File: src/ow_pkg.sv
// shared types and constants for the 1-wire sensor poller

package ow_pkg;

  // slot kinds, one per byte slot of the script
  typedef enum logic [3:0] {
    OP_IDLE_READ    = 4'd0,  // send ff, read back what the device pulls
    OP_RESET        = 4'd1,  // bus reset pulse, whole byte low
    OP_PRESENCE     = 4'd2,  // released, device answers with presence
    OP_READ_ROM     = 4'd3,
    OP_SKIP_ROM     = 4'd4,
    OP_READ_SCRATCH = 4'd5,
    OP_CONVERT      = 4'd6,
    OP_DELAY        = 4'd7   // conversion wait, no drive
  } ow_op_e;

  // 1-wire command bytes
  localparam logic [7:0] CMD_READ_ROM     = 8'h33;
  localparam logic [7:0] CMD_SKIP_ROM     = 8'hcc;
  localparam logic [7:0] CMD_READ_SCRATCH = 8'hbe;
  localparam logic [7:0] CMD_CONVERT      = 8'h44;

  // script layout
  localparam int SLOT_IDX_W = 6;                 // 64 byte slots per frame
  localparam int SCRIPT_LEN = 1 << SLOT_IDX_W;
  localparam logic [SLOT_IDX_W-1:0] DELAY_SLOT = SLOT_IDX_W'(SCRIPT_LEN - 1);

  // apb register map, byte offsets
  localparam logic [11:0] REG_CTRL    = 12'h000;  // bit 0 run
  localparam logic [11:0] REG_STATUS  = 12'h004;  // slot index, delay flag
  localparam logic [11:0] RESULT_BASE = 12'h100;  // byte n at base + 4n

endpackage

File: src/ow_script_decode.sv
`timescale 1ns/1ps

// fixed command script, slot index in, slot kind and wire byte out
// purely combinational, the engine latches what it needs
module ow_script_decode import ow_pkg::*; (
  input  logic [SLOT_IDX_W-1:0] slot_idx,
  output ow_op_e                op,
  output logic [7:0]            cmd_byte
);

  // script table
  always_comb begin
    case (slot_idx)
      // pass 1, read the scratchpad
      6'd0:    op = OP_RESET;
      6'd1:    op = OP_PRESENCE;
      6'd2:    op = OP_SKIP_ROM;       // cc
      6'd3:    op = OP_READ_SCRATCH;   // be, scratchpad bytes follow
      // pass 2, serial number
      6'd16:   op = OP_RESET;
      6'd17:   op = OP_PRESENCE;
      6'd18:   op = OP_READ_ROM;       // 33, family + serial + crc follow
      // pass 3, kick off a conversion
      6'd27:   op = OP_RESET;
      6'd28:   op = OP_PRESENCE;
      6'd29:   op = OP_SKIP_ROM;       // cc
      6'd30:   op = OP_CONVERT;        // 44
      // last slot holds the conversion wait
      6'd63:   op = OP_DELAY;
      default: op = OP_IDLE_READ;      // read slots in between
    endcase
  end

  // byte shifted out for each slot kind
  always_comb begin
    case (op)
      OP_IDLE_READ:    cmd_byte = 8'hff;  // all ones, device pulls the zeros
      OP_RESET:        cmd_byte = 8'h00;  // unused
      OP_PRESENCE:     cmd_byte = 8'h00;  // unused
      OP_READ_ROM:     cmd_byte = CMD_READ_ROM;
      OP_SKIP_ROM:     cmd_byte = CMD_SKIP_ROM;
      OP_READ_SCRATCH: cmd_byte = CMD_READ_SCRATCH;
      OP_CONVERT:      cmd_byte = CMD_CONVERT;
      OP_DELAY:        cmd_byte = 8'h00;  // unused
      default:         cmd_byte = 8'h00;
    endcase
  end

  // the engine decodes slot kinds by value, anything past OP_DELAY
  // would run as a plain read slot without notice
  always_comb begin
    a_op_range: assert (op <= OP_DELAY)
      else $error("script decode gave opcode %0d outside the enum", op);
  end

endmodule

File: config.mk
export PLATFORM = sky130hd
export DESIGN_NAME = ow_script_decode
export DESIGN_NICKNAME = d
export VERILOG_FILES = /design/src/ow_pkg.sv /design/src/ow_script_decode.sv
export SDC_FILE = /design/constraint.sdc
export NUM_CORES = 1
export LEC_CHECK = 0
export ABC_AREA = 1
export BUFFER_PORTS_ARGS = -buffer_cell sky130_fd_sc_hd__buf_4
export CAP_MARGIN = 20
export CORE_AREA = 3 3 40 42
export DETAILED_ROUTE_END_ITERATION = 12
export DIE_AREA = 0 0 43 45
export GPL_ROUTABILITY_DRIVEN = 1
export PLACE_DENSITY = 0.53
export REMOVE_ABC_BUFFERS = 1
export SYNTH_ARGS = -nofsm -noshare
export SYNTH_HDL_FRONTEND = slang
export SYNTH_SLANG_ARGS = --single-unit
export TNS_END_PERCENT = 20
File: constraint.sdc
create_clock -name vclk -period 2.5
set_input_delay 0.5 -clock vclk [all_inputs]
set_output_delay 0.5 -clock vclk [all_outputs]
set_load 0.02 [all_outputs]
==> results of run 1 <==
worst max-delay path: stages:
cell	delay [ps]
buf_4	120
nor2_2	200
nand3_1	150
nand2_1	90
nor2_1	50
nand2_2	80
inv_1	50
ha_1	300
o21ai_2	190
buf_4	170
power breakdown:
group	internal, mW	switching [mW]	total (mW)	leakage, nW
logic	0.0402	0.0587	0.0989	0.242
clock network	0	0	0	0
registers	0	0	0	0
synthesized netlist by cell type:
cell / n
nand2_1: 11
nor2_2: 4
nor2_1: 9
nand3_1: 9
nand3_2: 1
nand2_2: 3
buf_4: 4
inv_1: 8
o21ai_1: 3
ha_1: 1
conb_1: 1
inv_2: 2
timing repair:
item,4_1_cts,5_1_grt
endpoints found under the setup margin,0,3
gates resized for setup,0,1
endpoints found under the hold margin,0,0
metal layers:
metal	wire, um	vias up	GRT usage, %
met3	20	0	0
met5	0	-	0
met1	271	140	7.143
met4	0	0	0
met2	358	5	11.08
li1	-	193	-
stage by stage:
stage               worst slack [ps]  instances
finish                         119.5         84
global route                  -6.166         84
CTS                            96.26         84
detailed placement             100.4         84
global placement               112.6         84
floorplan                     -230.9         52
placed cells by master (no fill, tap or decap):
master / netlist / layout
ha_1: 1 / 1
nand2_2: 3 / 3
buf_4: 4 / 17
inv_1: 8 / 8
nor2_1: 9 / 9
inv_2: 2 / 2
nand3_2: 1 / 1
conb_1: 1 / 1
o21ai_1: 3 / 2
nor2_2: 4 / 4
nand2_1: 11 / 11
o21ai_2: 0 / 1
nand3_1: 9 / 9
logic make-up (layout without fill, tap and decap cells):
kind of cell    after synthesis  after routing  synth area share, %
fa+ha+maj                     1              1                4.586
simple gates                 37             37                63.76
compound gates                3              3                5.503
buf+inv                      14             27                24.77
other cells                   1              1                1.375
final timing paths:
kind / startpoint / end / slack, ps / depth (start not counted)
max: slot_idx[3] / cmd_byte[4] / 120 / 10
min: slot_idx[4] / cmd_byte[1] / 1460 / 5
final cells by class:
class	count	area, um^2	share of cell area, %
multi-input cells	42	209.0	53.18
repair buffers	17	127.6	32.48
inverters	10	37.54	9.554
well taps	15	18.77	4.777
==> impl_results.md, run 1 <==
- Status: finished, final reports clean
- Die W: 43 um
- Number of nets in the layout: 78
- Total Wirelength: 650 um
- Area Overhead vs Synth: 44.04%
- Final hold violation count: 0
- Share of the synthesized area in the top cell type: 16.51%
- Post-layout util: 30.57%
- Register area: 0 um^2
- Clock buf count: 0
- Tcrit/Tclk final: 95.22%
- Die height: 45 um
- Drc violations: 0
- Layout cell share with drive strength beyond 1: 40.58%
- Die area: 1935 um^2
- Routed Antenna Nets: 0
- Count of boundary I/O pins: 18
- Setup crit start kind: input pin
- Core box area: 1285 um^2
- Hold WS: 1461 ps
- Post-detail-place hpwl: 598.4 um
- N_diodes: 0
- Hold WC Path Type: input pin to primary output
- Min cycle time layout: 2381 ps
- Vias in the first global route: 243
- Max-cap violation count: 0
- Count of cell types in the netlist: 12
- DR pass1 iterations: 2
- Port bufs: 17
- FF+latch count: 0
- FILL cells: 151
- Via count: 338
- Starting Density: 21.23%
- Setup violations, final: 0
- Hold Buf Count CTS: 0
- First DRT Iteration DRCs: 4
- Vias/cell: 4.024
- First-pass GRT wire length: 903 um
- Setup CP Type: input pin to primary output
- Initial antenna violation count: 0
- Cells after synthesis: 56
- Routability Congestion: 0.7482
- Design Area, Final: 392.9 um^2
- Syn Area/Cell: 4.871 um^2
- Setup TNS: 0 ps
- Postcts setup bufs: 0
- P_leak: 0.2423 nW
- Arrival time worst endpoint: 1880 ps
- Total GRT Usage: 5.556%
- Worst VDD drop: 0.00007073 V
- Tot Pwr: 0.09893 mW
- Largest net degree at the start of global routing: 6
- Placed cell area: 389.1 um^2
- Fmax: 420.1 MHz
- Post-Syn Area: 272.8 um^2
- Max-slew violations: 0
- Sequential area share after synthesis: 0%
- Yosys warning count: 0
- Pwr Density: 251.8 nW/um^2
- WP data required: 2000 ps
- Worst setup EP type: primary output
- Top cell type by total area after synthesis: nand3_1
- Row count: 13
- Crit-path max FO: 5
- Residual overflow from global routing: 0
- DR WL/cell: 7.738 um
- Synth area leaders: nand3_1 17%, nand2_1 15%, nor2_1 12%
Note: power is estimated with default switching activity, not from simulation.
==> inputs of run 2 (changes only) <==
--- a/config.mk
+++ b/config.mk
@@ -9,3 +9,3 @@
 export BUFFER_PORTS_ARGS = -buffer_cell sky130_fd_sc_hd__buf_4
-export CAP_MARGIN = 20
+export CAP_MARGIN = 40
 export CORE_AREA = 3 3 40 42
@@ -15,2 +15,3 @@
 export PLACE_DENSITY = 0.53
+export RECOVER_POWER = 100
 export REMOVE_ABC_BUFFERS = 1
==> constraint.sdc (replaced) <==
create_clock -name vclk -period 2.5
set_input_delay 0.25 -clock vclk [all_inputs]
set_output_delay 0.25 -clock vclk [all_outputs]
set_load 0.02 [all_outputs]
==> impl_results.md, run 2 (synthesis results as in run 1) <==
- Setup TNS: 0 ps
- RSZ-0062 raised after global routing: false
- Register area: 0 um^2
- Number of nets in the layout: 78
- Setup violations, final: 0
- Max-cap violation count: 0
- N_diodes: 0
- HP Start: slot_idx[4]
- Placed cell area: 389.1 um^2
- Fmax: 481.3 MHz
- FILL cells: 157
- Postcts setup bufs: 0
- Die height: 45 um
- Crit path buf inv count: 3
- Largest stage delay, worst path: 300 ps
- Worst setup EP type: primary output
- Clock buf count: 0
- Max-slew violations: 0
- Core box area: 1285 um^2
- Status: finished, final reports clean
- Total GRT Usage: 5.887%
- Die W: 43 um
- Starting Density: 21.23%
- Setup CP Type: input pin to primary output
- Most frequent cells in the layout: 12 x nand2_1, 10 x nor2_1, 10 x buf_4, 9 x nand3_1, 8 x inv_1
- Total Wirelength: 652 um
- Critical Path Start: slot_idx[5]
- Arrival time worst endpoint: 1830 ps
- Crit-path max FO: 5
- Post-layout util: 27.85%
- Pwr Density: 241.1 nW/um^2
- Design Area, Final: 357.8 um^2
- Hold WS: 980.5 ps
- Initial antenna violation count: 0
- First-pass GRT wire length: 966 um
- FF+latch count: 0
- DR pass1 iterations: 4
- Routed Antenna Nets: 0
- Setup crit start kind: input pin
- Via count: 351
- Vias/cell: 4.179
- Tcrit/Tclk final: 83.10%
- Largest net degree at the start of global routing: 6
- Hold Buf Count CTS: 0
- Hold WC Path Type: input pin to primary output
- CP max-delay cell: ha_1
- Drc violations: 0
- Residual overflow from global routing: 0
- Die area: 1935 um^2
- Routability Congestion: 0.8058
- DR WL/cell: 7.762 um
- WP data required: 2250 ps
- P_leak: 0.2170 nW
- Row count: 13
- Area Overhead vs Synth: 31.19%
- Vias in the first global route: 247
- Port bufs: 17
- Commonest non-fill, non-tap cell in the layout: nand2_1
- Crit path max-delay family: simple AND/OR/NAND/NOR gates
- Post-cts resize count: 0
- Multi-input logic area: 200.2 um^2
- Worst VDD drop: 0.00005349 V
- Min cycle time layout: 2078 ps
- Crit path cell chain: buf_4, nor2_1, nand3_1, nand2_1, nor2_1, nand2_1, inv_1, ha_1, o21ai_1, clkbuf_1
- Layout cell share with drive strength beyond 1: 26.09%
- Count of boundary I/O pins: 18
- First DRT Iteration DRCs: 6
- Post-detail-place hpwl: 584.1 um
- Final hold violation count: 0
## run 2: per-layer routing
| metal | global-route usage [%] | wire [um] | vias up |
|---|---|---|---|
| met5 | 0 | 0 | - |
| met4 | 0 | 0 | 0 |
| met3 | 0 | 25 | 0 |
| met2 | 11.08 | 344 | 9 |
| met1 | 8.095 | 282 | 150 |
| li1 | - | - | 192 |
## run 2: path summary, 6_finish.rpt
check           to  slack, ps  cells after the start
min    cmd_byte[1]        980                      5
max    cmd_byte[5]        420                     10
## run 2: tightest hold or removal path: cells and delay by family
family	cells	cell delay [ps]
buffers and inverters	2	240
AND/OR/NAND/NOR	2	140
AO/OA/AOI/OAI	1	90
## run 2: power breakdown
part           internal [mW]  switching (mW)
clock                      0               0
combinational         0.0290          0.0573
sequential                 0               0
total                 0.0290          0.0573
## run 2: layout make-up
type / instances / share of cell area, %
tap: 15 / 5.245
timing repair buffer: 17 / 28.32
multi-input combinational: 42 / 55.94
inverter: 10 / 10.49
## run 2: metrics by stage
stage | worst slack (ps) | cells | power, mW
detailed placement | 580.8 | 84 | 0.09840
finish | 422.4 | 84 | 0.08629
CTS | 579.4 | 84 | 0.09850
global route | 240.9 | 84 | 0.09517
global placement | 600.0 | 84 | 0.09836
floorplan | 269.1 | 52 | 0.05448
