`src/ow_pkg.sv`:
```
// shared types and constants for the 1-wire sensor poller

package ow_pkg;

  // slot kinds, one per byte slot of the script
  typedef enum logic [3:0] {
    OP_IDLE_READ    = 4'd0,  // send ff, read back what the device pulls
    OP_RESET        = 4'd1,  // bus reset pulse, whole byte low
    OP_PRESENCE     = 4'd2,  // released, device answers with presence
    OP_READ_ROM     = 4'd3,
    OP_SKIP_ROM     = 4'd4,
    OP_READ_SCRATCH = 4'd5,
    OP_CONVERT      = 4'd6,
    OP_DELAY        = 4'd7   // conversion wait, no drive
  } ow_op_e;

  // 1-wire command bytes
  localparam logic [7:0] CMD_READ_ROM     = 8'h33;
  localparam logic [7:0] CMD_SKIP_ROM     = 8'hcc;
  localparam logic [7:0] CMD_READ_SCRATCH = 8'hbe;
  localparam logic [7:0] CMD_CONVERT      = 8'h44;

  // script layout
  localparam int SLOT_IDX_W = 6;                 // 64 byte slots per frame
  localparam int SCRIPT_LEN = 1 << SLOT_IDX_W;
  localparam logic [SLOT_IDX_W-1:0] DELAY_SLOT = SLOT_IDX_W'(SCRIPT_LEN - 1);

  // apb register map, byte offsets
  localparam logic [11:0] REG_CTRL    = 12'h000;  // bit 0 run
  localparam logic [11:0] REG_STATUS  = 12'h004;  // slot index, delay flag
  localparam logic [11:0] RESULT_BASE = 12'h100;  // byte n at base + 4n

endpackage

```
`src/ow_bit_engine.sv`:
```
`timescale 1ns/1ps

// bit timing engine
// tick = 2**TICK_DIV_LOG2 clocks, bit = 15 ticks, byte slot = 8 bits
// delay slot = CONVERT_TICKS ticks, wire released
module ow_bit_engine import ow_pkg::*; #(
  parameter int TICK_DIV_LOG2 = 9,
  parameter int CONVERT_TICKS = 19200
) (
  input  logic                  clk,
  input  logic                  rst,
  input  logic                  run,
  input  ow_op_e                op,
  input  logic [7:0]            cmd_byte,
  input  logic                  ow_in,
  output logic [SLOT_IDX_W-1:0] slot_idx,
  output logic                  drive_low,
  output logic                  wr_en,
  output logic [7:0]            wr_data
);

  localparam int BIT_TICKS   = 15;
  localparam int SAMPLE_TICK = 3;
  // phase counter must also cover the long delay slot
  localparam int PH_W = (CONVERT_TICKS > 16) ? $clog2(CONVERT_TICKS) : 4;

  logic [TICK_DIV_LOG2-1:0] div;
  logic                     tick;
  logic [PH_W-1:0]          phase;      // tick within bit
  logic [PH_W-1:0]          ph_last;
  logic [PH_W-1:0]          phase_nx;
  logic [2:0]               bit_cnt;    // bit within byte
  logic                     act;        // frame running, set on first tick after run
  logic                     load_q;     // one clock after byte end, decode has new slot
  ow_op_e                   kind;       // latched slot kind
  logic [7:0]               shreg;      // out bits at [0], samples enter at [7]
  logic [7:0]               shreg_nx;
  logic                     ow_s1;
  logic                     ow_s2;
  logic                     samp;
  logic                     bit_end;
  logic                     byte_end;
  logic                     out_nx;

  // drive rule for one tick of a slot
  // last tick of a data bit always released for recovery
  function automatic logic want_low(ow_op_e k, logic [PH_W-1:0] ph, logic b);
    logic data_slot;
    data_slot = (k != OP_RESET) && (k != OP_PRESENCE) && (k != OP_DELAY);
    return (k == OP_RESET) ||
           (data_slot && (ph != PH_W'(BIT_TICKS - 1)) && ((ph == PH_W'(0)) || !b));
  endfunction

  // tick divider, free running
  always_ff @(posedge clk or posedge rst) begin
    if (rst) begin
      div  <= '0;
      tick <= 1'b0;
    end else begin
      div  <= div + 1'b1;
      tick <= (div == '0);
    end
  end

  // two flops on the wire before use
  always_ff @(posedge clk) begin
    ow_s1 <= ow_in;
    ow_s2 <= ow_s1;
  end

  assign ph_last  = (kind == OP_DELAY) ? PH_W'(CONVERT_TICKS - 1) : PH_W'(BIT_TICKS - 1);
  assign bit_end  = tick && act && run && (phase == ph_last);
  assign byte_end = bit_end && ((kind == OP_DELAY) || (bit_cnt == 3'd7));  // delay is one long bit
  assign phase_nx = (phase == ph_last) ? PH_W'(0) : phase + 1'b1;
  assign shreg_nx = {samp, shreg[7:1]};
  assign out_nx   = (phase == ph_last) ? shreg[1] : shreg[0];  // next bit after a bit end

  // ram write lands on the last bit end, slot_idx still the old slot
  assign wr_en   = byte_end;
  assign wr_data = shreg_nx;

  // counters, slot kind and wire drive
  always_ff @(posedge clk or posedge rst) begin
    if (rst) begin
      phase     <= '0;
      bit_cnt   <= '0;
      slot_idx  <= '0;
      act       <= 1'b0;
      load_q    <= 1'b0;
      kind      <= OP_IDLE_READ;
      drive_low <= 1'b0;
    end else begin
      load_q <= byte_end;
      if (tick) begin
        if (!run) begin  // stop, back to slot 0
          phase     <= '0;
          bit_cnt   <= '0;
          slot_idx  <= '0;
          act       <= 1'b0;
          drive_low <= 1'b0;
        end else if (!act) begin  // first tick of a new frame
          act       <= 1'b1;
          drive_low <= want_low(kind, PH_W'(0), shreg[0]);
        end else begin
          phase <= phase_nx;
          if (bit_end) begin
            bit_cnt <= byte_end ? 3'd0 : bit_cnt + 3'd1;
          end
          if (byte_end) begin
            slot_idx <= slot_idx + 1'b1;  // wraps 63 -> 0
          end
          // next kind unknown at a byte end, hold released one clock
          drive_low <= byte_end ? 1'b0 : want_low(kind, phase_nx, out_nx);
        end
      end else if (load_q && run) begin
        drive_low <= want_low(op, PH_W'(0), cmd_byte[0]);  // start of new slot
      end
      if (!act || load_q) begin
        kind <= op;
      end
    end
  end

  // sample and shift path
  always_ff @(posedge clk) begin
    if (tick && act && (phase == PH_W'(SAMPLE_TICK))) begin
      samp <= ow_s2;
    end
    if (!act || load_q) begin
      shreg <= cmd_byte;
    end else if (bit_end) begin
      shreg <= shreg_nx;
    end
  end

  // slot 63 must be quiet on the wire whatever the script says
  a_no_drive_in_delay: assert property (
    @(posedge clk) disable iff (rst) (slot_idx == DELAY_SLOT) |-> !drive_low
  ) else $error("wire driven during the delay slot");

  a_wr_on_tick: assert property (
    @(posedge clk) disable iff (rst) wr_en |-> tick
  ) else $error("result write off the tick grid");

endmodule

```
`config.mk`:
```
export PLATFORM = sky130hd
export DESIGN_NAME = ow_bit_engine
export DESIGN_NICKNAME = d
export VERILOG_FILES = /design/src/ow_pkg.sv /design/src/ow_bit_engine.sv
export SDC_FILE = /design/constraint.sdc
export NUM_CORES = 1
export LEC_CHECK = 0
export BUFFER_PORTS_ARGS = -buffer_cell sky130_fd_sc_hd__buf_2
export CAP_MARGIN = 20
export CORE_MARGIN = 5
export CORE_UTILIZATION = 40
export DETAILED_ROUTE_END_ITERATION = 16
export GPL_ROUTABILITY_DRIVEN = 0
export PLACE_DENSITY = 0.56
export SYNTH_ARGS = -nofsm -noshare
export SYNTH_HDL_FRONTEND = slang
export SYNTH_SLANG_ARGS = --single-unit
```
`constraint.sdc`:
```
create_clock -name clk -period 2.78 [get_ports clk]
set_input_delay 0.278 -clock clk [delete_from_list [all_inputs] [get_ports clk]]
set_output_delay 0.278 -clock clk [all_outputs]
set_load 0.1 [all_outputs]
```
==> impl_metrics.toml, run 1 <==
[global_routing]
first_global_vias = 2319
grt_pass1_wl_um = 11600
antenna_found_initial = 0
grt-ovfl-total = 0
grt_use_total = 0.147
grt_start_max_net_pins = 42

[power_and_ir_drop]
p_leak_nw = 1.35
power.density_mw_per_mm2 = 441
vdd_drop_max_v = 0.000277

[setup_path]
crit_end = "wr_en"
crit_type = "flip-flop to output port"
r2r_slack_ns = 0.31
worstSetupStartpoint = "phase[5]"
timing.rr.start = "phase[0]"
crit_fanout = 11
crit_arrival_ns = 2.31
critPathLaunchType = "flip-flop"
r2r-end = "drive_low"
cp-end-kind = "output port"
required_ns = 2.50
r2r_cells = 7

[timing]
hold_viol_final = 0
min_period_over_period = 0.931
min_period_ns = 2.59
finClkSkew_ns = 0.00700
slew_headroom = 0.510
setup_viol = 0
rsz0062_at_grt = "no"
finalSetupTns_ns = 0
fmax_ghz = 0.387
tightest_slew_ns = 0.731
slew_violations = 0

[synthesis]
yosys_warnings = 0
synth_xor_area_frac = 0.0401
synth_edf_count = 9
syn_nets = 328
synthMuxAreaShare = 0.0574
synth_top_family_by_area = "simple AND/OR/NAND/NOR gates"
synth_compound_gate_area_share = 0.149
synthArstFlopShare = 0.788
synthCells = 306
synth-adder-area-share = 0.0246
ys_ff_latch = 52
ys.flop_type = "dfrtp_1"
synth_area_sq_mm = 0.00305
yosysSeqAreaShare = 0.438
ys_types = 68
syn_area_per_cell_sq_um = 9.98
synth-simple-area-share = 0.219

[layout]
final_core_util = 0.453
area_growth_pct = 8.85
num-nets-final = 351
n_fill_cell = 697
diodes = 0
fin_cells = 429
design_area_sq_mm = 0.00332
drive_above_1_share = 0.242

[floorplanning]
dieWidth_um = 97.4
fp.dieH_um = 97.4
pin_count = 32
start_util = 0.417
core-area_sq_mm = 0.00733
die_area_sq_mm = 0.00948
rows = 31

[clock_network]
htreeDepth = 2
cts_tree = "yes"
clkLatencyLatePin_ns = 0.31
cts-root-buf = "clkbuf_8"
cts_buffers = 5
holdBufCountCts = 0
cts_buffer_depth = 2
cts_sinks = 52
clkTransAtPathRegs_ns = 0.09

[drt]
dr.pass1.iters = 5
drt_iter0_drc = 152
vias = 2399
via_per_inst = 5.59
postRouteAntennaNets = 0
drc = 0
post_drt_wl_per_cell_um = 15.6
drt-total-wl_um = 6670

[status]
status = "finished, final reports clean"

[job]
max-cap-violations = 0

[place]
placed_cell_area_sq_mm = 0.00323
dp_hpwl_um = 4790
place_inst = 421
portBuffers = 31

[worst_hold_path]
hold_class = "input pin to flip-flop"
metal layers:
layer,part of all wire,GRT usage,up-vias
met5,0,0,-
met4,0.013,0.0351,0
met3,0.053,0.0380,8
met2,0.46,0.223,67
met1,0.48,0.210,1151
li1,-,-,1173
cells in the final DEF (no fill, tap or decap), types with 3 or more instances in the layout:
master,n
a211oi_1,3
a21oi_1,14
and3_1,3
and4_1,4
buf_2,31
buf_4,8
clkbuf_8,6
dfrtp_1,41
edfxtp_1,9
ha_1,5
inv_1,13
mux2_2,12
mux2i_1,4
nand2_1,21
nand3_1,9
nand4_1,11
nor2_1,18
nor3_1,10
nor4_1,7
o21ai_0,18
o2bb2ai_1,5
o31ai_1,3
o41ai_1,3
or3_1,3
or3_2,3
xnor2_1,13
Yosys cell counts, drive strengths merged, types with 3 or more instances:
master	instances	area, sq um
nand4	13	93.8
nor4	8	65.1
or3	6	41.3
xnor2	13	114
and3	4	26.3
o21ai	19	95.1
mux2i	4	40.0
o2bb2ai	5	43.8
and4	5	45.0
inv	13	48.8
a211oi	4	35.0
edfxtp	9	270
a21oi	14	70.1
dfrtp	41	1030
clkbuf	6	42.5
ha	6	75.1
mux2	12	135
nand3	10	62.6
o41ai	3	26.3
nand2	23	91.3
o31ai	3	22.5
buf	17	123
nor2	18	67.6
nor3	10	50.1
sequential cells by signal, indices dropped and copies added, names as in the netlist:
signal / cells
samp: 1
kind: 4
phase: 15
ow_s2: 1
shreg: 8
drive_low: 1
bit_cnt: 3
div: 9
act: 1
tick: 1
slot_idx: 6
ow_s1: 1
load_q: 1
metrics by stage:
step	hold WS, ns	setup WS [ns]	total power [mW]
final	0.0610	0.193	1.47
after global routing	0.0365	0.0551	1.54
after CTS	0.0573	0.194	1.48
after detailed placement	0.314	0.287	1.02
after global placement	0.311	0.328	1.02
after floorplan	0.306	0.493	0.992
critical path, stage by stage (launching register included):
cell and delay [ns]:
dfrtp_1 0.51, nor4_1 0.39, and4b_2 0.31, o21a_1 0.15
and3_2 0.20, buf_2 0.43
final cells by class:
type,instances,area (sq um),share of cell area
sequential,52,1340,0.402
tap,99,124,0.0373
timing repair buffer,39,215,0.0647
clock inverter,1,7.51,0.00226
multi-input combinational,216,1500,0.451
inverter,15,56.3,0.0169
clock buffer,7,86.3,0.0260
what timing repair did:
action                                  in CTS  in global routing
setup buffers                                0                  0
endpoints found under the setup margin       0                  1
gates resized for setup                      0                  1
worst min path at each step:
stage | end | depth (start not counted) | slack, ns | from
CTS | ow_s1 | 1 | 0.06 | ow_in
finish | ow_s1 | 1 | 0.06 | ow_in
global placement | ow_s2 | 0 | 0.31 | ow_s1
floorplan | ow_s1 | 0 | 0.31 | ow_in
detailed placement | ow_s2 | 0 | 0.31 | ow_s1
global route | ow_s1 | 1 | 0.04 | ow_in
logic make-up (layout without fill, tap and decap cells):
group                    Yosys count  in the layout
AND/OR/NAND/NOR                  113            113
AO/OA/AOI/OAI                     67             67
flip-flops                        52             52
buffers and inverters             38             62
multiplexers                      16             16
XOR/XNOR                          14             14
adder cells (fa/ha/maj)            6              6
power by group:
part | switching [mW] | internal (mW) | leakage, nW
sequential | 0.0257 | 0.799 | 0.593
combinational | 0.134 | 0.0487 | 0.717
clock | 0.256 | 0.203 | 0.0445
Note: power is estimated with default switching activity, not from simulation.
==> run 2, diff against run 1 <==
- CELL_PAD_IN_SITES_DETAIL_PLACEMENT: unset -> 1
- CELL_PAD_IN_SITES_GLOBAL_PLACEMENT: unset -> 1
- PLACE_DENSITY: 0.56 -> 0.69
- clock period: 2.78 -> 3.1 ns (I/O delays scaled with it)
==> run 2 against run 1 <==
Register-to-register slack gained 0.16 ns. First-iteration DRC count shrank 38%. Non-clock buffer count grew 4. Largest power group unchanged. Highest routed layer unchanged.
==> impl_metrics.toml, run 2 (synthesis results as in run 1) <==
[place]
dp_hpwl_um = 5600
placed_cell_area_sq_mm = 0.00324
portBuffers = 31

[power_and_ir_drop]
p_comb_frac = 0.130
p_total_mw = 1.37
power.density_mw_per_mm2 = 404
p_leak_nw = 1.39
vdd_drop_max_v = 0.000240
power.switching_fraction = 0.285
power_switching_mw = 0.391
p_int_mw = 0.978
clock_power_share = 0.332
seqPwrFrac = 0.538

[layout]
multiInputGateArea_sq_mm = 0.00150
final_core_util = 0.462
diodes = 0
drive_above_1_share = 0.246
n_fill_cell = 845
num-nets-final = 355
final_common_cell = "dfrtp_1"
area_growth_pct = 10.9
seq_area_sq_mm = 0.00134
largest_reg_flops = 15
reg_top3 = "phase: 15 flops, div: 9 flops, shreg: 8 flops"
design_area_sq_mm = 0.00339
layout_common_cells = "41 x dfrtp_1, 31 x buf_2, 21 x nand2_1, 18 x o21ai_0, 18 x nor2_1"
regMostFlops = "phase"

[drt]
drt-total-wl_um = 7600
drt_iter0_drc = 94
via_per_inst = 5.63
dr.pass1.iters = 4
post_drt_wl_per_cell_um = 17.5
postRouteAntennaNets = 0
vias = 2439
drc = 0

[timing]
setup_viol = 0
rsz0062_at_grt = "no"
finalSetupTns_ns = 0
slew_violations = 0
tightest_slew_ns = 0.863
finClkSkew_ns = 0.0117
min_period_over_period = 0.944
slew_headroom = 0.421
min_period_ns = 2.93
hold_viol_final = 0
fin_hold_ws_ns = 0.0858
fmax_ghz = 0.342

[setup_path]
crit_arrival_ns = 2.62
required_ns = 2.79
cp-end-kind = "output port"
crit_type = "flip-flop to output port"
critPathLaunchType = "flip-flop"
crit_fanout = 11

[job]
max-cap-violations = 0

[floorplanning]
fp.dieH_um = 97.4
pin_count = 32
dieWidth_um = 97.4
start_util = 0.417
die_area_sq_mm = 0.00948
rows = 31
core-area_sq_mm = 0.00733

[status]
status = "finished, final reports clean"

[clock_network]
clkTransAtPathRegs_ns = 0.10
clkLatencyLatePin_ns = 0.32
cts_tree = "yes"
cts_buffer_depth = 2
htreeDepth = 2
cts_buffers = 5
cts_sinks = 52
cts-root-buf = "clkbuf_8"

[global_routing]
antenna_found_initial = 0
grt-ovfl-total = 0
grt_use_total = 0.163
grt_start_max_net_pins = 25
grt_pass1_wl_um = 12700
first_global_vias = 2538

[worst_hold_path]
hold_class = "input pin to flip-flop"
-- run 2: worst max-delay path: stages (launching register included) --
cell,delay (ns)
dfrtp_1,0.50
nor4_1,0.40
and4b_2,0.32
o21a_1,0.35
and3_2,0.30
buf_2,0.43
-- run 2: what timing repair did --
item	in CTS	in global routing
hold buffers	0	1
hold endpoints to repair	0	4
setup buffers	0	0
gates resized for setup	0	0
-- run 2: final cells by class --
| cell class | count | share of cell area |
|---|---|---|
| clock inverter | 1 | 0.00259 |
| tap | 99 | 0.0366 |
| multi-input combinational | 216 | 0.442 |
| inverter | 15 | 0.0166 |
| clock buffer | 7 | 0.0288 |
| timing repair buffer | 43 | 0.0791 |
| sequential | 52 | 0.395 |
-- run 2: worst paths after layout --
path	start	end	slack [ns]	cells after the start
hold reg to reg	ow_s1	ow_s2	0.34	0
min in group asynchronous	rst	slot_idx[0]	0.46	3
setup / recovery	phase[5]	wr_en	0.17	5
hold / removal	ow_in	ow_s1	0.09	1
max in group asynchronous	rst	phase[8]	1.93	5
setup reg to reg	phase[0]	drive_low	0.47	7
-- run 2: routing by layer --
layer,vias to the layer above,track usage,routed length [um]
li1,1173,-,-
met5,-,0,0
met3,6,0.0352,267
met2,41,0.271,3760
met1,1219,0.220,3490
met4,0,0.0341,87
-- run 2: stage by stage --
step / worst slack, ns / cells
after global routing: 0.0550 / 433
after CTS: 0.172 / 430
after detailed placement: 0.478 / 422
after floorplan: 0.813 / 306
final: 0.174 / 433
after global placement: 0.541 / 422
-- run 2: power by group through the flow --
stage / registers [mW] / logic [mW] / clock network [mW]
CTS: 0.737 / 0.174 / 0.475
detailed placement: 0.750 / 0.174 / 0
global route: 0.740 / 0.190 / 0.505
finish: 0.736 / 0.178 / 0.455
floorplan: 0.776 / 0.113 / 0
global placement: 0.749 / 0.171 / 0
