`config.mk`:
```
export PLATFORM = sky130hd
export DESIGN_NAME = ow_apb_regs
export DESIGN_NICKNAME = d
export VERILOG_FILES = /design/src/ow_pkg.sv /design/src/ow_apb_regs.sv
export SDC_FILE = /design/constraint.sdc
export NUM_CORES = 1
export LEC_CHECK = 0
export ABC_AREA = 0
export BUFFER_PORTS_ARGS = -buffer_cell sky130_fd_sc_hd__buf_2
export CORE_UTILIZATION = 24
export CTS_CLUSTER_DIAMETER = 30
export CTS_CLUSTER_SIZE = 28
export DETAILED_ROUTE_END_ITERATION = 6
export GPL_TIMING_DRIVEN = 0
export HOLD_SLACK_MARGIN = 0.02
export PLACE_DENSITY = 0.83
export REMOVE_ABC_BUFFERS = 1
export SLEW_MARGIN = 20
export SYNTH_ARGS = -nofsm -noshare
export SYNTH_HDL_FRONTEND = slang
export SYNTH_SLANG_ARGS = --single-unit
```
`constraint.sdc`:
```
create_clock -name clk -period 1.15 [get_ports clk]
set_input_delay 0 -clock clk [delete_from_list [all_inputs] [get_ports clk]]
set_output_delay 0 -clock clk [all_outputs]
set_load 0.02 [all_outputs]
```
`src/ow_pkg.sv`:
```
// shared types and constants for the 1-wire sensor poller

package ow_pkg;

  // slot kinds, one per byte slot of the script
  typedef enum logic [3:0] {
    OP_IDLE_READ    = 4'd0,  // send ff, read back what the device pulls
    OP_RESET        = 4'd1,  // bus reset pulse, whole byte low
    OP_PRESENCE     = 4'd2,  // released, device answers with presence
    OP_READ_ROM     = 4'd3,
    OP_SKIP_ROM     = 4'd4,
    OP_READ_SCRATCH = 4'd5,
    OP_CONVERT      = 4'd6,
    OP_DELAY        = 4'd7   // conversion wait, no drive
  } ow_op_e;

  // 1-wire command bytes
  localparam logic [7:0] CMD_READ_ROM     = 8'h33;
  localparam logic [7:0] CMD_SKIP_ROM     = 8'hcc;
  localparam logic [7:0] CMD_READ_SCRATCH = 8'hbe;
  localparam logic [7:0] CMD_CONVERT      = 8'h44;

  // script layout
  localparam int SLOT_IDX_W = 6;                 // 64 byte slots per frame
  localparam int SCRIPT_LEN = 1 << SLOT_IDX_W;
  localparam logic [SLOT_IDX_W-1:0] DELAY_SLOT = SLOT_IDX_W'(SCRIPT_LEN - 1);

  // apb register map, byte offsets
  localparam logic [11:0] REG_CTRL    = 12'h000;  // bit 0 run
  localparam logic [11:0] REG_STATUS  = 12'h004;  // slot index, delay flag
  localparam logic [11:0] RESULT_BASE = 12'h100;  // byte n at base + 4n

endpackage

```
`src/ow_apb_regs.sv`:
```
`timescale 1ns/1ps

// apb slave, ctrl / status / result window
// result reads take one wait state for the registered ram port
module ow_apb_regs import ow_pkg::*; (
  input  logic                  clk,
  input  logic                  rst,
  input  logic                  psel,
  input  logic                  penable,
  input  logic                  pwrite,
  input  logic [11:0]           paddr,
  input  logic [31:0]           pwdata,
  output logic [31:0]           prdata,
  output logic                  pready,
  output logic                  pslverr,
  output logic                  run,
  output logic [SLOT_IDX_W-1:0] rd_addr,
  output logic                  rd_strobe,
  input  logic [7:0]            rd_data,
  input  logic                  rd_stale,
  input  logic [SLOT_IDX_W-1:0] slot_idx
);

  localparam logic [11:0] RESULT_END = RESULT_BASE + 12'(4 * SCRIPT_LEN);

  logic setup;
  logic access;
  logic hit_ctrl;
  logic hit_stat;
  logic hit_res;
  logic res_rd;
  logic err;
  logic wait_q;  // wait cycle of a result read done

  assign setup    = psel && !penable;
  assign access   = psel && penable;
  assign hit_ctrl = (paddr == REG_CTRL);
  assign hit_stat = (paddr == REG_STATUS);
  assign hit_res  = (paddr >= RESULT_BASE) && (paddr < RESULT_END) && (paddr[1:0] == 2'b00);
  assign res_rd   = hit_res && !pwrite;
  // unmapped, or write to a read only register
  assign err      = !(hit_ctrl || hit_stat || hit_res) || (pwrite && (hit_stat || hit_res));

  // ram read launched in the setup phase
  assign rd_addr   = paddr[2 +: SLOT_IDX_W];
  assign rd_strobe = setup && res_rd;

  assign pready  = access && (!res_rd || wait_q);
  assign pslverr = pready && err;

  always_ff @(posedge clk or posedge rst) begin
    if (rst) begin
      wait_q <= 1'b0;
    end else begin
      wait_q <= access && res_rd && !wait_q;  // high for the second access cycle only
    end
  end

  // run bit
  always_ff @(posedge clk or posedge rst) begin
    if (rst) begin
      run <= 1'b0;
    end else if (access && pwrite && hit_ctrl) begin
      run <= pwdata[0];
    end
  end

  // read mux
  always_comb begin
    prdata = '0;
    if (hit_ctrl) begin
      prdata[0] = run;
    end else if (hit_stat) begin
      prdata[SLOT_IDX_W-1:0] = slot_idx;
      prdata[8]              = (slot_idx == DELAY_SLOT);  // results readable now
    end else if (hit_res) begin
      prdata[7:0] = rd_data;
      prdata[8]   = rd_stale;
    end
  end

  a_pready_in_access: assert property (
    @(posedge clk) disable iff (rst) pready |-> access
  ) else $error("pready outside an access phase");

  // a result read never completes in its first access cycle
  a_res_wait: assert property (
    @(posedge clk) disable iff (rst) (pready && res_rd) |-> $past(access && !pready)
  ) else $error("result read completed without its wait state");

endmodule

```
==> summary by stage, run 1 <==
Outcome
The flow ran to the end, but the final reports show violations. The checks that failed: setup timing.

Logic synthesis
The number of different library cells in the post-synthesis netlist is 23. The area share of the largest cell type after synthesis is 42.5%. For this run, asynchronously set or reset flops after synthesis account for 100%. By instance count, the leading cell after synthesis is buf_4. Of the synthesized area, sequential elements account for 9.78%. The area of the mapped netlist is 512 um2. Yosys attributes the largest share of cell area to buf_4 43%, dfrtp_1 9.8%, a22o_1 8.6%, nor2_1 4.4%, nor3_2 3.9%.

By count the netlist is led by 29 x buf_4, 6 x nor2_1, 5 x a22o_1, 3 x nand2_1, 3 x nand3_1. The number of storage elements in the synthesis netlist is 2. Each instance of the synthesized netlist takes up on average 7.42 um2.

The synthesized design spends more area on one cell type than any other, namely buf_4. The gate count of the mapped netlist is 69. The number of enable flip-flop cells after synthesis is 0.

Among all flip-flop cells after synthesis, the most frequent one is dfrtp_1. The count of yosys warnings during synthesis is 0.

Pwr
The clock share of power is 35.9%. In this run the power density over the cells is 580 nW/um2. VDD sags by at most 495 uV. In this run switching power makes up 43.1% of total power. For this design the static power due to leakage is 0.467 nW. Per report_power, the combinational group accounts for 48.4% of the total. In this run, flip-flops and latches consume 15.7% of the power. The internal power component is 0.258 mW.

Summed over all nets, the switching power comes to 0.195 mW.

Global route
The maximum number of pins on one net before global-route repair is 12. The number of global-route vias before repair is 464. The number of antenna violations at the first check in global routing was 0. The overall global routing resource usage is 11.5%. The total congestion overflow is 0. The wire length of the first global-routing pass is 1.80 mm.

Finish
The finished cells cover 782 um2. Relative to the synthesized area, the layout overhead comes to 52.8%. The count of antenna diodes in the layout is 0. The post-route netlist has 53.8% of its cells at a drive strength greater than 1. The final-layout fill cell count is 221. The area of the multi-input gates is 360 um2.

Registers take 50.0 um2. The share of the core filled with cells in the final layout is 39.5%. In the final design database the tool counted 185 nets.

Placed design
Summing all placed instances gives a cell area of 661 um2. In this run the tool buffered the top-level ports with 51 buffer cells. The HPWL after detailed placement is 1.07 mm. The placer congestion estimate is 0.676.

Drt
The total number of vias is 612. The DRC violations left is 0. The number of DRC markers in iteration 0 is 3. The final wirelength is 1.53 mm. Dividing the detail-routed wire length by the instance count gives 10.5 um. The vias per cell is 4.19. The first detailed-routing pass ran for 4 iterations. Once detail routing completed, the nets flagged for antenna violations numbered 0.

CTS
The TritonCTS clock tree is done. Clock latency on the worst-skew pair, taken at its later pin, is 230 ps. The post-CTS clock slew at the launch and capture registers of the worst setup and hold paths is 30 ps. The clock drives 2 sinks. CTS built an H-tree with a depth of 1. The maximum clock insertion buffer count is 2. The number of buffers inserted during clock tree synthesis is 3. The tree is rooted in a clkbuf_4.

STA
The portion of the clock cycle consumed by the worst path in the final layout is 100%. Once routing completed, OpenROAD measured the worst setup slack at -4.31 ps. Hold is met by 82.5 ps.

Summed over all failing endpoints, the final setup total negative slack is -4.31 ps. The final critical delay including setup and external delays is 1150 ps. The final count of negative-setup-slack endpoints is 1. The final number of max-transition violations came to 0. The setup skew after layout is 0 ps. The number of endpoints with negative hold slack in the final report is 0. The highest clock rate is 866 MHz.

Die
Pin placement for this block handled 106 I/O pins. For this configuration, the core starts out at a cell density of 25.8%. The total area inside the core boundary comes to 1980 um2.

The horizontal extent of the die is 48.2 um. The floorplan die area is 2320 um2. The vertical extent of the die is 48.2 um. In this run the core area contains 16 standard-cell rows.

Critical path
The slowest stage of the critical path belongs to the cell dlygate4sd3_1. The maximum cell stage delay along the critical path is 550 ps. The data arrival time of the critical path is 1260 ps. STA puts the critical path data required time at 1260 ps. The capturing element type of the critical path is a flop. Walking the worst path, the cells encountered are dlygate4sd3_1 > buf_6 > nand3_1 > nor3_4 > mux2_4.

The sum of buffers and inverters on the critical path is 2. The critical path class is in -> reg. Broken down by cell family, the worst path's largest delay share belongs to buffers and inverters. The element type at the critical path start is a primary input. In this run the worst path has a maximum fanout of 5.

Worst hold path
The worst hold path belongs to the class in -> reg.

Job
Across the run, the number of max-cap violations was 0.
## stage by stage
step                setup slack (ps)  std cells  total power [mW]
floorplan                       42.0         61             0.166
global placement                -148        139             0.262
detailed placement              -143        139             0.264
CTS                             8.40        146             0.445
global route                   -21.6        146             0.487
finish                         -4.31        146             0.453
## repair_timing
item | 4_1_cts | 5_1_grt
gates resized for setup | 3 | 11
endpoints found under the setup margin | 8 | 7
hold buffers | 3 | 0
pin swaps | 1 | 0
buffers inserted | 1 | 0
endpoints found under the hold margin | 4 | 0
## registers in the layout (all words and copies together) (netlist names)
signal and cells:
run 1, wait_q 1
## cells in the final DEF (no fill, tap or decap), types with 3 or more instances in the layout
cell / count
conb_1: 23
nand3_1: 3
buf_2: 48
a22o_1: 5
dlygate4sd3_1: 3
clkbuf_4: 3
nor2_1: 6
nand2_1: 3
## layout make-up
type | instances | area share [%]
multi-input combinational | 57 | 46.1
tap | 27 | 4.32
sequential | 2 | 6.40
timing repair buffer | 55 | 39.4
inverter | 2 | 0.960
clock buffer | 3 | 2.88
## kinds of logic (layout without fill, tap and decap cells)
| family | count (synthesis) | count (layout) | synth area share [%] |
|---|---|---|---|
| muxes | 1 | 1 | 2.20 |
| buffers and inverters | 32 | 60 | 45.0 |
| DFF | 2 | 2 | 9.78 |
| and+or+nand+nor | 23 | 23 | 27.1 |
| other | 1 | 23 | 0.733 |
| AOI/OAI and AO/OA | 10 | 10 | 15.2 |
## path summary, 6_finish.rpt
kind / start / to / slack, ps / cells past startpoint
setup / recovery: pwrite / run$_DFFE_PP0P_ / -4 / 5
hold reg to reg: wait_q$_DFF_PP0_ / wait_q$_DFF_PP0_ / 440 / 1
max in group asynchronous: rst / run$_DFFE_PP0P_ / 840 / 3
min in group asynchronous: rst / wait_q$_DFF_PP0_ / 190 / 3
setup reg to reg: run$_DFFE_PP0P_ / run$_DFFE_PP0P_ / 360 / 1
hold / removal: psel / wait_q$_DFF_PP0_ / 80 / 3
## per-layer routing
layer | vias up | GRT usage (%) | routed length, um
li1 | 286 | - | -
met2 | 61 | 25.3 | 842
met5 | - | 0 | 0
met1 | 263 | 8.89 | 484
met3 | 2 | 2.59 | 181
met4 | 0 | 5.00 | 19
## power groups by stage
| stage | logic, mW | clock network [mW] | registers (mW) |
|---|---|---|---|
| global placement | 0.190 | 0 | 0.0718 |
| floorplan | 0.0943 | 0 | 0.0719 |
| global route | 0.236 | 0.180 | 0.0710 |
| finish | 0.220 | 0.163 | 0.0711 |
| detailed placement | 0.193 | 0 | 0.0718 |
| CTS | 0.205 | 0.169 | 0.0710 |
Note: power is estimated with default switching activity, not from simulation.
==> run 2, diff against run 1 <==
CORE_UTILIZATION = 25   (was 24)
GPL_TIMING_DRIVEN = default   (was 0)
PLACE_DENSITY = 0.86   (was 0.83)
clock period = 1.49 ns   (was 1.15 ns; I/O delays follow)
==> summary by stage, run 2 (synthesis results as in run 1) <==
Outcome
The flow ran to the end, and the final reports show no timing, DRC or antenna violations.

Die
After floorplanning, the core was divided into 16 placement rows. For this design the top-level I/O count stands at 106. The horizontal extent of the die is 47.2 um. The floorplan die area is 2230 um2. Once the floorplan was initialized, standard cells occupied 26.4% of the core. The floorplan step set the die height to 47.2 um. The core region is 1940 um2.

Placed design
The placed cell area is 661 um2. The HPWL after detailed placement is 1.10 mm. During placement, the flow inserted port buffers numbering 51. The congestion estimate from routability-driven global placement came to 0.699.

CTS
The clock net in this run drives a total of 2 sinks. After clock tree synthesis, the clock-pin slew on the worst setup and hold paths is 30 ps. The clock latency of the later-clocked register in the worst-skew pair is 230 ps. No sink is reached through more buffers than the 2 on the longest clock path. The number of buffers inserted during clock tree synthesis is 3. The master cell of the clock root buffer is clkbuf_4.

CTS built an H-tree with a depth of 1. The number of buffers inserted to repair setup after CTS is 0. The TritonCTS clock tree is done.

STA
The clock period could shrink to 1250 ps. The number of endpoints with negative hold slack in the final report is 0. The highest clock rate is 798 MHz. Setup repair after global routing left no endpoint under its margin.

For the final database, setup skew stands at 0 ps. Setup violations remaining at the end of the flow were counted as 0. The final number of max-transition violations was 0. The final critical path takes up 84.1% of the cycle. Adding up every negative setup slack in the final design gives 0 ps.

Finish
The most frequent standard cell in the layout excluding fill and tap cells is buf_2. The top cell types in the final layout, fill and taps aside, are 51 x buf_2, 23 x conb_1, 6 x nor2_1. In the final layout, the share of cells above drive strength 1 is 50.0%. The count of antenna diodes in the layout is 0. The register area is 50.0 um2. In the final layout, the multi-input gates occupy 314 um2. The final-layout fill cell count is 225. The growth of design area from synthesis to finish is 39.4%. The area of all placed cells without fillers is 713 um2. Cells fill 36.7% of the core in the end. The largest registers in the layout are run (1), wait_q (1). The net count of the finished layout is 184.

Global route
The overall global routing resource usage is 11.6%. The number of antenna violations at the first check in global routing is 0. The maximum number of pins on one net before global-route repair is 12. For this run the aggregate overflow at the end of global routing stands at 0. The wire length of the first global-routing pass is 1.81 mm. The number of global-route vias before repair is 482.

Pwr
The peak supply drop is 359 uV. The ratio of total power to cell area is 465 nW/um2. The static leakage is 0.447 nW.

The final total power is 0.332 mW.

Drt
The count of nets left with antenna violations once routing finished came out at 0. The final wirelength is 1.30 mm. The length of the first detailed-routing pass in iterations is 4.

After detailed routing, the average wire length per cell comes to 8.97 um. For this run, design rule violations remaining after detail routing come to 0. The total number of vias is 584.

In the routed layout, each cell is associated on average with a via count of 4.03. The detailed router finished its first iteration with 6 violations.

Critical path
The capturing element type of the critical path is an output pin. The critical path's top delay family is simple AND/OR/NAND/NOR gates. The signal on the critical path passes through buf_2 > nor4_2 > nand4_2 > nor2_2 > a32o_1 > buf_2. The largest fanout on the critical path is 6. The worst path required time is 1490 ps. The critical path class is in -> out.

The maximum cell stage delay along the critical path is 290 ps. The master of the slowest instance on the critical path is nor4_2. The cell repeated most along the worst path is buf_2. The worst setup path is launched from a primary input. The sum of buffers and inverters on the critical path is 2. Data arrives at the worst endpoint at 1250 ps.

Job
The total of max-cap violations is 0.

Worst hold path
In this run the worst hold path is classified as in -> reg.
## run 2: cell types whose count changed in the layout (fill, tap and decap cells not counted), sizes merged
cell  previous run  this run
buf             52        51
## run 2: cell type report
class	instances	share of cell area [%]
clock buffer	3	3.16
tap	27	4.74
multi-input combinational	57	44.0
timing repair buffer	54	40.0
sequential	2	7.02
inverter	2	1.05
## run 2: tightest hold or removal path, stage by stage
cell and delay [ps]:
buf_2 110, nand2_1 90, nor4_1 60
## run 2: final timing paths
kind / start / slack, ps / endpoint / cells after the start
hold reg to reg: wait_q$_DFF_PP0_ / 450 / wait_q$_DFF_PP0_ / 1
setup reg to reg: run$_DFFE_PP0P_ / 700 / run$_DFFE_PP0P_ / 1
setup / recovery: paddr[3] / 240 / prdata[8] / 6
hold / removal: psel / 90 / wait_q$_DFF_PP0_ / 3
min in group asynchronous: rst / 190 / run$_DFFE_PP0P_ / 3
max in group asynchronous: rst / 1190 / wait_q$_DFF_PP0_ / 3
## run 2: layer usage
metal / vias up / GRT usage (%) / wire, um / share of wire [%]
li1: 284 / - / - / -
met1: 249 / 9.52 / 466 / 36
met2: 51 / 26.6 / 708 / 54
met3: 0 / 1.54 / 126 / 9.7
met4: 0 / 3.43 / 0 / 0
met5: - / 0 / 0 / 0
## run 2: timing repair
action	CTS	global route
resized for setup	0	0
hold buffers	3	0
hold endpoints to repair	4	0
## run 2: report_power, final
group / internal [mW] / switching, mW
Clock: 0.0889 / 0.0318
Sequential: 0.0548 / 0.0000575
Combinational: 0.0512 / 0.105
Total: 0.195 / 0.137
## run 2: stage by stage
stage	setup WS, ps	hold WS [ps]	cells
2_1_floorplan	382	-259	61
3_3_place_gp	190	-146	139
3_5_place_dp	185	-143	139
4_1_cts	231	82.5	145
5_1_grt	95.2	132	145
6_report	237	89.6	145
==> run 3, diff against run 2 <==
CORE_UTILIZATION = 22   (was 25)
PLACE_DENSITY = 0.8   (was 0.86)
clock period = 1.05 ns   (was 1.49 ns; I/O delays follow)
==> summary by stage, run 3 (synthesis results as in run 1) <==
Outcome
The flow ran to the end, but the final reports show violations. The final reports fail on setup timing.

Worst hold path
The start point of the worst hold path is psel. The worst hold path passes through 3 cells. The worst hold-check path type is in -> reg. The path with the worst hold slack has its endpoint at wait_q$_DFF_PP0_.

Drt
The total number of vias is 610. The remaining antenna violation count after routing is 0. The length of the first detailed-routing pass in iterations is 4. The final layout contains routed wiring with a total length of 1.43 mm. The number of DRC markers in iteration 0 is 11.

The uppermost metal layer occupied by signal nets is met4. The met1 wire length is 502 um. The routed length per placed instance is 9.41 um. The detailed-routed wire length on met2 is 818 um. Dividing the detail-routed via count by the number of cells gives 4.01. The sum of met3 wire segment lengths after detailed routing is 94 um. After detailed routing, the number of remaining DRC violations is 0.

Pwr
Power spread over the standard cell area amounts to 568 nW/um2. Of the total power, registers draw 15.1%. Combinational logic is responsible for 50.5% of the overall power.

The static leakage is 0.510 nW. Net switching is 41.3% of the power. The clock network burns 34.4% of the power. The internal portion of the total power is 0.303 mW. In this run the power spent charging and discharging nets is 0.214 mW. Across the VDD grid, the largest voltage drop is 625 uV. Overall power consumption after layout is estimated at 0.517 mW.

Die
The placeable core area is 2210 um2. The starting utilization of the core area is 23.1%. The floorplan die area is 2520 um2. The horizontal extent of the die is 50.2 um. In this run the core area contains 17 standard-cell rows. In this run the vertical extent of the chip is 50.2 um. For this design the top-level I/O count stands at 106.

Placed design
The placed cell area is 699 um2. During placement, the flow inserted port buffers numbering 51. At the placement stage, the worst setup path has a slack of -248 ps. The placer congestion estimate is 0.662. The HPWL after detailed placement is 1.04 mm.

Critical path
The capturing element type of the critical path is an output pin. The count of cells along the worst register-to-register path is 1. The critical path goes through buf_8 > nor4_4 > nand4_4 > buf_6 > a2bb2oi_2 > nor2_1 > buf_4. At the worst endpoint, the required time is 1050 ps. The sum of buffers and inverters on the critical path is 3.

The critical path in this run is classified as in -> out. The reg-to-reg setup timing slack is 250 ps. The worst register-to-register path begins at run$_DFFE_PP0P_. Broken down by cell family, the worst path's largest delay share belongs to simple AND/OR/NAND/NOR gates. The worst register-to-register path ends at run$_DFFE_PP0P_. The master of the slowest instance on the critical path is nor4_4. The largest fanout on the critical path is 4. For the worst setup path, the data arrival time is 1100 ps.

The maximum cell stage delay along the critical path is 300 ps. STA classifies the critical path startpoint as a primary input.

Finish
Counting the fill cells in the layout gives 231. The library cells used most frequently in the layout, excluding fill and tap cells, are 37 x buf_2, 23 x conb_1, 13 x buf_6. The final net count is 190. The most frequent standard cell in the layout excluding fill and tap cells is buf_2. The largest registers in the layout are run (1), wait_q (1). The share of post-route cells with drive strength above 1 is 58.9%. The growth of design area from synthesis to finish is 78.0%. 0 antenna diodes ended up in the layout. The finished cells cover 911 um2.

CTS
The later pin in the worst-skew pair is clocked with a latency of 230 ps. The master cell of the clock root buffer is clkbuf_4. Clock tree synthesis found a total of 2 sinks. The maximum clock insertion buffer count is 2. TritonCTS built the clock tree. The CTS H-tree depth is 1. Clock-pin slew was measured on the worst setup and hold paths at 30 ps. TritonCTS created 3 clock buffers.

Job
Across the run, the number of max-cap violations was 0.

STA
The highest clock rate is 907 MHz. The aggregate negative setup slack is -137 ps. Setup repair after global routing could not meet its margin everywhere. The final worst setup slack is -53.1 ps. On the final layout, the worst clock skew is 0 ps.

The number of endpoints with negative hold slack in the final report is 0. Setup violations remaining at the end of the flow were counted as 7. The final number of max-transition violations is 0. The portion of the clock cycle consumed by the worst path in the final layout is 105%.

The final critical delay including setup and external delays is 1100 ps.

Global route
The number of antenna violations at the first check in global routing is 0. The maximum number of pins on one net before global-route repair is 9. The overall global routing resource usage is 10.5%. The wire length of the first global-routing pass is 1.96 mm. The total congestion overflow is 0.

The number of global-route vias before repair is 501.
run 3: cell types whose count changed in the layout (fill, tap and decap cells not counted), moves of 2 or more:
cell / change
buf_2: -14
buf_6: +13
and2_4: +2
buf_4: +6
and2_1: -2
run 3: metal layers:
| metal | vias to the layer above | track usage, % |
|---|---|---|
| met5 | - | 0 |
| met4 | 0 | 7.14 |
| met3 | 2 | 1.82 |
| met1 | 270 | 10.3 |
| met2 | 42 | 19.6 |
| li1 | 296 | - |
run 3: worst max path at each step:
stage	from	end	slack [ps]	cells past startpoint
2_1_floorplan	paddr[11]	rd_strobe	-60	3
3_3_place_gp	paddr[3]	run$_DFFE_PP0P_	-200	5
3_5_place_dp	paddr[3]	run$_DFFE_PP0P_	-250	5
4_1_cts	paddr[4]	prdata[0]	-60	7
5_1_grt	paddr[4]	prdata[0]	-120	7
6_report	paddr[4]	prdata[0]	-50	7
run 3: layout make-up:
cell class                      instances  area, um2  share of cell area [%]
Clock buffer                            3       22.5                    2.47
Inverter                                2       7.51                   0.824
Tap cell                               28       35.0                    3.85
Timing Repair Buffer                   60        422                    46.3
Sequential cell                         2       50.0                    5.49
Multi-Input combinational cell         57        374                    41.1
run 3: timing repair:
item | in CTS | in global routing
pin swaps | 8 | 10
endpoints found under the hold margin | 4 | 0
resized for setup | 23 | 18
setup buffers | 1 | 0
endpoints found under the setup margin | 12 | 12
hold buffers | 3 | 0
run 3: metrics by stage:
step	util, %	std cells	hold slack, ps
2_1_floorplan	-	61	-259
5_1_grt	41.2	152	90.5
4_1_cts	38.4	152	65.8
3_5_place_dp	31.6	145	-146
6_report	41.2	152	72.9
3_3_place_gp	31.6	145	-147
run 3: power by group through the flow:
stage | Combinational, mW | Clock [mW] | Sequential (mW)
2_1_floorplan | 0.103 | 0 | 0.0787
3_3_place_gp | 0.216 | 0 | 0.0787
3_5_place_dp | 0.217 | 0 | 0.0787
4_1_cts | 0.250 | 0.189 | 0.0778
5_1_grt | 0.283 | 0.194 | 0.0778
6_report | 0.261 | 0.178 | 0.0778
